File: config.mk
export PLATFORM = sky130hd
export DESIGN_NAME = divSqrtUnit
export DESIGN_NICKNAME = d
export VERILOG_FILES = /design/src/design/divSqrtDataPkg.sv /design/src/design/divSqrtOpPkg.sv /design/src/design/divSqrtUnit.sv /design/src/design/divSqrtCombine.sv /design/src/design/divSqrtLane.sv
export SDC_FILE = /design/constraint.sdc
export NUM_CORES = 1
export LEC_CHECK = 0
export BUFFER_PORTS_ARGS = -buffer_cell sky130_fd_sc_hd__buf_2
export CAP_MARGIN = 25
export CORE_MARGIN = 2
export CORE_UTILIZATION = 25
export CTS_CLUSTER_DIAMETER = 120
export DETAILED_ROUTE_END_ITERATION = 10
export PLACE_DENSITY = 0.41
export SYNTH_ARGS = -nofsm -noshare
export SYNTH_HDL_FRONTEND = slang
export SYNTH_SLANG_ARGS = --single-unit
export TNS_END_PERCENT = 10
File: constraint.sdc
create_clock -name clk -period 3.64 [get_ports clk]
set_input_delay 0.728 -clock clk [delete_from_list [all_inputs] [get_ports clk]]
set_output_delay 0.728 -clock clk [all_outputs]
set_load 0.005 [all_outputs]
File: src/design/divSqrtDataPkg.sv
package divSqrtDataPkg;

  // one lane operand, quotient or remainder
  localparam int laneWidth = 32;

  // unit result, two lane words side by side
  localparam int resWidth = 2 * laneWidth;

  // floor root of a laneWidth radicand
  localparam int rootWidth = laneWidth / 2;

  // destination tag carried through with the op
  localparam int tagWidth = 6;

  // status flags, one bit each
  localparam int flagWidth = 2;
  localparam int flagDivZero = 0; // divisor was zero
  localparam int flagInexact = 1; // remainder nonzero

endpackage

File: src/design/divSqrtOpPkg.sv
package divSqrtOpPkg;

  // opcode field, bit 0 picks sqrt and bit 1 picks packed
  localparam int opWidth = 2;
  localparam int opSqrtBit = 0;
  localparam int opPackedBit = 1;

  localparam logic [opWidth-1:0] opDivS  = 2'b00; // scalar divide, low lane only
  localparam logic [opWidth-1:0] opSqrtS = 2'b01; // scalar square root
  localparam logic [opWidth-1:0] opDivP  = 2'b10; // two independent divides
  localparam logic [opWidth-1:0] opSqrtP = 2'b11; // two independent roots

  // one quotient bit per iteration
  localparam int divIters = 32;
  // two radicand bits per iteration
  localparam int sqrtIters = 16;

  // lane iteration counter must hold the larger count
  localparam int iterWidth = $clog2(divIters + 1);

  // issue edge to the edge after which outEn is high
  // start register, load, iterations, then the result register
  localparam int divLatency = 34;
  localparam int sqrtLatency = 18;

endpackage
File: src/design/divSqrtUnit.sv
`timescale 1ns/10ps

module divSqrtUnit
  import divSqrtOpPkg::*;
  import divSqrtDataPkg::*;
(
  input  logic                 clk,
  input  logic                 rst,
  input  logic                 flush,
  input  logic                 en,
  input  logic [opWidth-1:0]   op,
  input  logic [tagWidth-1:0]  tag,
  input  logic [laneWidth-1:0] loA,
  input  logic [laneWidth-1:0] loB,
  input  logic [laneWidth-1:0] hiA,
  input  logic [laneWidth-1:0] hiB,
  input  logic [flagWidth-1:0] trapMask,
  output logic                 busy,
  output logic                 outEn,
  output logic [resWidth-1:0]  result,
  output logic [tagWidth-1:0]  outTag,
  output logic [flagWidth-1:0] flags,
  output logic                 trap
);

  logic                 startLo;
  logic                 startHi;
  logic                 isSqrt;
  logic                 loDone;
  logic                 hiDone;
  logic [laneWidth-1:0] loQuot;
  logic [laneWidth-1:0] loRem;
  logic [laneWidth-1:0] hiQuot;
  logic [flagWidth-1:0] loFlags;
  logic [flagWidth-1:0] hiFlags;

  divSqrtLane loLane (
    .clk(clk), .rst(rst), .flush(flush),
    .start(startLo), .isSqrt(isSqrt), .a(loA), .b(loB),
    .done(loDone), .quot(loQuot), .rem(loRem), .laneFlags(loFlags)
  );

  // packed results carry quotients only
  divSqrtLane hiLane (
    .clk(clk), .rst(rst), .flush(flush),
    .start(startHi), .isSqrt(isSqrt), .a(hiA), .b(hiB),
    .done(hiDone), .quot(hiQuot), .rem(), .laneFlags(hiFlags)
  );

  divSqrtCombine combine (
    .clk(clk), .rst(rst), .flush(flush),
    .en(en), .op(op), .tag(tag), .trapMask(trapMask),
    .loDone(loDone), .hiDone(hiDone),
    .loQuot(loQuot), .loRem(loRem), .hiQuot(hiQuot),
    .loFlags(loFlags), .hiFlags(hiFlags),
    .startLo(startLo), .startHi(startHi), .isSqrt(isSqrt), .busy(busy),
    .outEn(outEn), .result(result), .outTag(outTag), .flags(flags), .trap(trap)
  );

endmodule

File: src/design/divSqrtCombine.sv
`timescale 1ns/10ps

module divSqrtCombine
  import divSqrtOpPkg::*;
  import divSqrtDataPkg::*;
(
  input  logic                 clk,
  input  logic                 rst,
  input  logic                 flush,
  input  logic                 en,
  input  logic [opWidth-1:0]   op,
  input  logic [tagWidth-1:0]  tag,
  input  logic [flagWidth-1:0] trapMask,
  input  logic                 loDone,
  input  logic                 hiDone,
  input  logic [laneWidth-1:0] loQuot,
  input  logic [laneWidth-1:0] loRem,
  input  logic [laneWidth-1:0] hiQuot,
  input  logic [flagWidth-1:0] loFlags,
  input  logic [flagWidth-1:0] hiFlags,
  output logic                 startLo,
  output logic                 startHi,
  output logic                 isSqrt,
  output logic                 busy,
  output logic                 outEn,
  output logic [resWidth-1:0]  result,
  output logic [tagWidth-1:0]  outTag,
  output logic [flagWidth-1:0] flags,
  output logic                 trap
);

  logic [opWidth-1:0]   opReg;   // op in flight
  logic [tagWidth-1:0]  tagReg;
  logic                 accept;
  logic                 isPacked;
  logic                 finish;
  logic [flagWidth-1:0] mergedFlags;
  logic [resWidth-1:0]  nextResult;

  assign accept   = en && !busy && !flush; // en while busy is dropped
  assign isPacked = opReg[opPackedBit];
  assign isSqrt   = opReg[opSqrtBit];      // lanes sample this with their start

  // both lanes of a packed op end on the same cycle
  assign finish = busy && loDone && (hiDone || !isPacked) && !flush;

  always_comb begin
    if (isPacked) begin
      nextResult  = {hiQuot, loQuot};
      mergedFlags = loFlags | hiFlags;
    end else begin
      nextResult  = {loRem, loQuot}; // scalar keeps the remainder
      mergedFlags = loFlags;         // high lane did not run
    end
  end

  // issue side
  always_ff @(posedge clk) begin
    if (rst || flush) begin
      busy    <= 1'b0;
      startLo <= 1'b0;
      startHi <= 1'b0;
    end else begin
      startLo <= accept;
      startHi <= accept && op[opPackedBit];
      if (accept) begin
        busy <= 1'b1;
      end else if (outEn) begin
        busy <= 1'b0; // stays up through the outEn cycle
      end
    end
  end

  always_ff @(posedge clk) begin
    if (accept) begin
      opReg  <= op;
      tagReg <= tag;
    end
  end

  // outcome register, held until the next outEn
  always_ff @(posedge clk) begin
    if (rst) begin
      outEn  <= 1'b0;
      trap   <= 1'b0;
      result <= '0;
      outTag <= '0;
      flags  <= '0;
    end else begin
      outEn <= finish;
      trap  <= finish && ((mergedFlags & trapMask) != '0);
      if (finish) begin
        result <= nextResult;
        outTag <= tagReg;
        flags  <= mergedFlags;
      end
    end
  end

endmodule

File: src/design/divSqrtLane.sv
`timescale 1ns/10ps

module divSqrtLane
  import divSqrtOpPkg::*;
  import divSqrtDataPkg::*;
(
  input  logic                 clk,
  input  logic                 rst,
  input  logic                 flush,
  input  logic                 start,
  input  logic                 isSqrt,
  input  logic [laneWidth-1:0] a,
  input  logic [laneWidth-1:0] b,
  output logic                 done,
  output logic [laneWidth-1:0] quot,
  output logic [laneWidth-1:0] rem,
  output logic [flagWidth-1:0] laneFlags
);

  logic                 sqrtMode;  // latched on load
  logic [iterWidth-1:0] count;     // iterations left, zero when idle
  logic [laneWidth-1:0] acc;       // partial remainder
  logic [laneWidth-1:0] work;      // dividend in, quotient out / radicand bits
  logic [laneWidth-1:0] divisor;
  logic [rootWidth-1:0] root;

  // divide step
  logic [laneWidth:0]   divShift;
  logic [laneWidth-1:0] divDiff;
  logic                 divFits;

  // square root step
  logic [laneWidth-1:0] sqrtShift;
  logic [laneWidth-1:0] sqrtTrial;
  logic [laneWidth-1:0] sqrtDiff;
  logic                 sqrtFits;

  always_comb begin
    // next dividend bit shifted in with one spare bit for the compare
    divShift = {acc, work[laneWidth-1]};
    divFits  = divShift >= {1'b0, divisor};
    divDiff  = divShift[laneWidth-1:0] - divisor; // only used when it fits
  end

  always_comb begin
    // acc stays below 2*root+1 so the top bits are free to shift into
    sqrtShift = {acc[laneWidth-3:0], work[laneWidth-1:laneWidth-2]};
    sqrtTrial = {{(laneWidth-rootWidth-2){1'b0}}, root, 2'b01}; // 4*root + 1
    sqrtFits  = sqrtShift >= sqrtTrial;
    sqrtDiff  = sqrtShift - sqrtTrial;
  end

  // iteration count and done pulse
  always_ff @(posedge clk) begin
    if (rst || flush) begin
      count <= '0;
      done  <= 1'b0;
    end else if (start) begin
      count <= isSqrt ? iterWidth'(sqrtIters) : iterWidth'(divIters);
      done  <= 1'b0;
    end else if (count != '0) begin
      count <= count - 1'b1;
      done  <= count == iterWidth'(1); // last step lands this edge
    end else begin
      done <= 1'b0;
    end
  end

  // operand and partial result registers
  always_ff @(posedge clk) begin
    if (start) begin
      sqrtMode <= isSqrt;
      acc      <= '0;
      work     <= a;
      divisor  <= b;
      root     <= '0;
    end else if (count != '0) begin
      if (sqrtMode) begin
        work <= {work[laneWidth-3:0], 2'b00};
        if (sqrtFits) begin
          acc  <= sqrtDiff;
          root <= {root[rootWidth-2:0], 1'b1};
        end else begin
          acc  <= sqrtShift;
          root <= {root[rootWidth-2:0], 1'b0};
        end
      end else begin
        // restoring step keeps the shifted value when the divisor does not fit
        if (divFits) begin
          acc  <= divDiff;
          work <= {work[laneWidth-2:0], 1'b1};
        end else begin
          acc  <= divShift[laneWidth-1:0];
          work <= {work[laneWidth-2:0], 1'b0};
        end
      end
    end
  end

  // zero divisor always fits, so quotient ends all ones and acc ends as the dividend
  assign quot = sqrtMode ? {{(laneWidth-rootWidth){1'b0}}, root} : work;
  assign rem  = acc;

  always_comb begin
    laneFlags              = '0;
    laneFlags[flagDivZero] = !sqrtMode && (divisor == '0);
    laneFlags[flagInexact] = rem != '0; // a - root^2 for sqrt
  end

endmodule

==> results.toml, run 1 <==
[status]
status = "complete, no violations"

[clock_network]
cts_tree = "built"
cts_max_path_buffers = 3
clk_pin_slew_worst_paths_ps = 60
h-tree-depth = 2
clock_latency_ps = 610
cts_hold_buf = 0
cts.root.buffer_cell = "clkbuf_16"
cts_num_sinks = 325
cts_inserted_buffers = 43

[yosys]
synth-seq-area-share_pct = 38.44
synth_compound_area_share_pct = 24.60
synthFlopType = "dfxtp_1"
synth_top_family_by_area = "compound AO/OA/AOI/OAI gates"
syn_avg_cell_area_um2 = 8.476
yosys.area_share.simple_pct = 18.82
synthCells = 2421
async_flop_share_pct = 0
syn_area_um2 = 20520
synth_xor_area_share_pct = 4.353
synth_adder_area_share_pct = 6.536
synth_edf_count = 138
ys_ff_latch = 325
synth_warnings = 0
synth_cell_types = 97
synthMuxAreaShare_pct = 1.988
syn-num-nets = 2669

[drt]
first_pass_iters = 5
vias = 19200
routedWlPerCell_um = 21.43
wl_um = 81330
post-route-drc-count = 0
drtIter0Drc = 1149
vias_per_cell = 5.057
antenna_left = 0

[sta]
setup_tns_ps = 0
rsz0062_at_grt = "yes"
period_needed_ps = 3481
finClkSkew_ps = 41.84
setup_violations = 0
timing.final.crit_share_pct = 95.63
max_freq_ghz = 0.2873
hold_violations = 0
slew_headroom_pct = 35.02
fin_hold_ws_ps = 315.8
maxSlewViolCount = 0
tightest_slew_ps = 971.1
layout_setup_ws_ps = 159.1

[critical_path]
worstPathArrival_ps = 3920
worst-setup-path-type = "flip-flop to flip-flop"
start_kind = "flip-flop"
critPathRequiredTime_ps = 4080
crit_fanout = 4
endpoint_kind = "flip-flop"

[layout]
syn2layout_area_growth_pct = 21.61
final_util_pct = 30.54
fin_area_um2 = 24960
drive_above_1_share_pct = 17.52
num-fill-cells = 8790
fin_nets = 2937

[floorplan]
core.rowCount = 105
core_um2 = 81720
ios = 217
initial_core_util_pct = 25.11
die_width_um = 290.5
die_h_um = 290.5
die-area_um2 = 84390

[min_path]
min_path_type = "primary input to flip-flop"

[power_and_ir_drop]
leakage_nw = 9.806
ir_drop_uv = 405.2
power_density_nw_per_um2 = 984.3

[grt]
grt_pass1_vias = 19290
globalRouteTotalUtil_pct = 18.67
grt.overflow.total = 0
grt_pass1_wl_um = 121200
antenna_found_initial = 5
grt_start_max_net_pins = 139

[placed_design]
place_area_um2 = 23550
place.gp.congestion = 0.9045
pre_cts_ws_ps = 37.90
port_buffers = 216
hpwl_um = 63250

[job]
max_cap_violations = 0
cells in the final DEF (no fill, tap or decap), types with 67 or more instances in the layout:
master    synthesis  final
a211oi_1         69     67
a21oi_1         251    251
buf_2            11    216
buf_4             3    140
dfxtp_1         187    185
edfxtp_1        138    138
ha_1            104    104
inv_1           139    138
nand2_1         316    316
nor2_1          157    154
nor2b_1          69     69
o21ai_0         139    139
report_power, final:
group / internal (mW) / switching, mW
sequential: 5.12 / 0.922
combinational: 5.67 / 8.62
clock: 2.46 / 1.77
total: 13.2 / 11.3
flip-flops by register name, summed over array words and instances, names as in the netlist, 32 cells and up:
register,count
loLane.rem,32
hiLane.divisor,32
loLane.work,32
combine.result,64
hiLane.rem,32
loLane.divisor,32
hiLane.work,32
cell type report:
type	count	area [um2]	share of cell area, %
antenna	3	7.507	0.03008
clock buffer	63	1212	4.858
clock inverter	16	151.4	0.6067
inverter	139	521.8	2.091
multi-input combinational	1820	11620	46.55
sequential	325	7895	31.64
tap	1070	1339	5.365
timing repair buffer	360	2212	8.864
cell families (layout without fill, tap and decap cells):
family | Yosys count | count (layout)
and+or+nand+nor | 803 | 804
AOI/OAI and AO/OA | 768 | 768
DFF | 325 | 325
buffers and inverters | 277 | 578
adders and majority gates | 106 | 106
xor gates and xnor gates | 102 | 102
muxes | 40 | 40
other | 0 | 3
worst paths after layout:
path,start,end,slack (ps),cells after the start
worst max-delay path,loLane.work[31],loLane.rem[28],160,14
worst min-delay path,hiB[11],hiLane.divisor[11],320,1
worst max register to register,loLane.work[31],loLane.rem[28],160,14
worst min register to register,combine.outEn,combine.busy,450,1
critical path, stage by stage (launching register included):
cell and delay [ps]:
edfxtp_1 390, inv_1 170, ha_1 190, inv_1 50
fa_1 420, a211oi_2 230, o21ai_1 150, a32oi_1 270
a22oi_1 170, buf_4 170, nor2b_1 200, o31ai_1 180
a211oi_1 390, mux2i_1 240, a21oi_1 90
metrics by stage:
step / instances / total power, mW
after floorplan: 2421 / 15.07
after global placement: 3713 / 20.26
after detailed placement: 3713 / 20.29
after CTS: 3792 / 24.67
after global routing: 3796 / 26.33
final: 3796 / 24.56
cell usage after synthesis (8+ instances only):
cell type,count,area share (%)
o21bai_1,14,0.51
xor2_1,45,1.9
buf_2,11,0.27
a32o_1,24,1.2
nand2_1,316,5.8
inv_1,139,2.5
o31ai_1,11,0.40
buf_1,12,0.22
a21oi_1,251,6.1
and2_1,13,0.40
nand4_1,17,0.52
o21ai_1,11,0.27
ha_1,104,6.3
o21a_1,13,0.48
o31a_1,9,0.38
dfxtp_1,187,18
a211o_1,17,0.73
nor3_1,49,1.2
mux2i_1,34,1.7
or2_2,8,0.24
a211oi_1,69,2.5
nand3_1,44,1.1
nor2b_1,69,2.1
a31oi_1,21,0.64
nor3b_1,9,0.33
nor4_1,32,0.98
a311oi_1,8,0.34
edfxtp_1,138,20
or3_1,15,0.46
a21o_1,28,1.0
clkbuf_1,110,2.0
nor2_1,157,2.9
o21ai_0,139,3.4
and4_1,11,0.47
o311ai_0,8,0.34
xnor2_1,57,2.4
nand2b_1,20,0.61
a21boi_0,8,0.29
nand3b_1,8,0.29
o211ai_1,55,2.0
per-layer routing:
metal  vias up  part of all wire [%]  track usage (%)  wire [um]
li1       9413                     -                -          -
met1      9322                    43            23.26      34850
met2       380                    51            34.11      41810
met3        83                   3.7            2.088       3012
met4         0                   2.0            4.663       1661
met5         -                     0                0          0
repair_timing:
action                     4_1_cts  5_1_grt
hold endpoints to repair         0        0
gates resized for setup          0        9
buffers inserted                 0        0
setup endpoints to repair        0       39
(Power assumes the default switching activity.)
==> run 2, diff against run 1 <==
--- a/config.mk
+++ b/config.mk
@@ -8,10 +8,10 @@
 export BUFFER_PORTS_ARGS = -buffer_cell sky130_fd_sc_hd__buf_2
 export CAP_MARGIN = 25
 export CORE_MARGIN = 2
-export CORE_UTILIZATION = 25
+export CORE_UTILIZATION = 55
 export CTS_CLUSTER_DIAMETER = 120
 export DETAILED_ROUTE_END_ITERATION = 10
-export PLACE_DENSITY = 0.41
+export PLACE_DENSITY = 0.75
 export SYNTH_ARGS = -nofsm -noshare
 export SYNTH_HDL_FRONTEND = slang
 export SYNTH_SLANG_ARGS = --single-unit
==> results.toml, run 2 (synthesis gave the netlist of run 1 again) <==
[grt]
antenna_found_initial = 1
grt_start_max_net_pins = 139
grt_pass1_vias = 18610
grt.overflow.total = 0
grt_pass1_wl_um = 100500
globalRouteTotalUtil_pct = 32.95

[placed_design]
pre_cts_ws_ps = 146.2
placedCellCount = 3061
place.gp.congestion = 0.9548
hpwl_um = 48740
port_buffers = 216

[sta]
timing.final.crit_share_pct = 93.24
maxSlewViolCount = 0
hold_violations = 0
setup_tns_ps = 0
period_needed_ps = 3394
slew_headroom_pct = 32.99
setup_violations = 0
tightest_slew_ps = 1002
finClkSkew_ps = 19.84
rsz0062_at_grt = "yes"
max_freq_ghz = 0.2946
layout_setup_ws_ps = 246.0

[drt]
first_pass_iters = 6
wl_um = 64950
drtIter0Drc = 1696
vias = 19400
antenna_left = 0
routedWlPerCell_um = 20.74
post-route-drc-count = 0
vias_per_cell = 6.193

[critical_path]
endpoint_kind = "flip-flop"
reg2regPathDepth = 12
path_buf_inv = 2
path_delay_family = "compound AO/OA/AOI/OAI gates"
timing.rr.start = "hiLane.divisor[14]"
slowest_delay_ps = 430
regToRegSetupSlack_ps = 250
worstPathArrival_ps = 3870
critical_path.cell_chain = "inv_1 > ha_1 > a211oi_1 > o211ai_1 > a221o_1 > nand2_1 > o21ba_2 > nor2_4 > buf_4 > nor3_1 > o31a_1 > a311oi_1"
cp_slowest_cell = "nor2_4"
r2r-end = "hiLane.rem[19]"
critPathRequiredTime_ps = 4120
worst-setup-path-type = "flip-flop to flip-flop"
start_kind = "flip-flop"
crit_fanout = 20

[power_and_ir_drop]
power_density_nw_per_um2 = 986.5
power.total_mw = 23.37
ir_drop_uv = 719.6
leakage_nw = 9.498

[layout]
syn2layout_area_growth_pct = 15.46
fin_nets = 2882
largest_reg_flops = 64
multi_input_area_um2 = 11590
final_cell_mix = "nand2_1, a21oi_1, buf_2"
drive_above_1_share_pct = 15.81
top_register = "combine.result"
seq_area_um2 = 7895
final_util_pct = 64.57
instances_no_fill = 3132
layout_commonest_cell = "nand2_1"
num-fill-cells = 3094

[clock_network]
cts_tree = "built"
cts_num_sinks = 325
cts.root.buffer_cell = "clkbuf_16"
cts_max_path_buffers = 3
cts_inserted_buffers = 38
clock_latency_ps = 590
h-tree-depth = 2
clk_pin_slew_worst_paths_ps = 60

[floorplan]
initial_core_util_pct = 55.92
core_um2 = 36700
die-area_um2 = 38870
ios = 217
die_width_um = 197.2
die_h_um = 197.2
core.rowCount = 70

[job]
max_cap_violations = 0

[min_path]
whs_endpoint = "loLane.divisor[4]"
min_path_type = "primary input to flip-flop"
min_from = "loB[4]"
min_path_cells = 1

[status]
status = "complete, no violations"
## run 2: metal layers
layer	track usage (%)	vias up	routed length, um
met2	54.43	714	30590
li1	-	9303	-
met3	4.798	214	3839
met5	0	-	0
met4	18.27	0	3757
met1	41.61	9164	26770
## run 2: how the worst max path moves through the flow
stage                                   from  depth (start not counted)        endpoint
final                     hiLane.divisor[14]                         12  hiLane.rem[19]
after global routing           hiLane.rem[0]                         11  hiLane.rem[19]
after CTS                    loLane.work[31]                         13  loLane.rem[30]
after detailed placement     loLane.work[31]                         13  loLane.rem[30]
after global placement       loLane.work[31]                         13  loLane.rem[30]
after floorplan              loLane.work[31]                         13  loLane.rem[30]
## run 2: per-stage QoR
stage	cell area [um2]	hold WS (ps)
after CTS	23660	304.0
final	23690	312.5
after floorplan	20520	439.9
after global routing	23690	304.8
after detailed placement	22420	432.3
after global placement	22420	423.8
## run 2: final cells by class
cell class	instances	share of cell area (%)
Antenna cell	1	0.01056
Clock buffer	48	4.298
Clock inverter	21	0.9241
Inverter	139	2.202
Multi-Input combinational cell	1819	48.94
Sequential cell	325	33.32
Tap cell	468	2.471
Timing Repair Buffer	311	7.836
## run 2: report_power, final
part           internal, mW  leakage [nW]  switching (mW)  total, mW
sequential             5.11          2.83           0.998       6.11
combinational          5.39          6.08            8.04       13.4
clock                  2.17         0.594            1.67       3.83
total                  12.7          9.50            10.7       23.4
## run 2: repair_timing
action | in CTS | in global routing
endpoints found under the setup margin | 0 | 3
gates resized for setup | 0 | 3
hold buffers | 0 | 0
setup buffers | 0 | 0
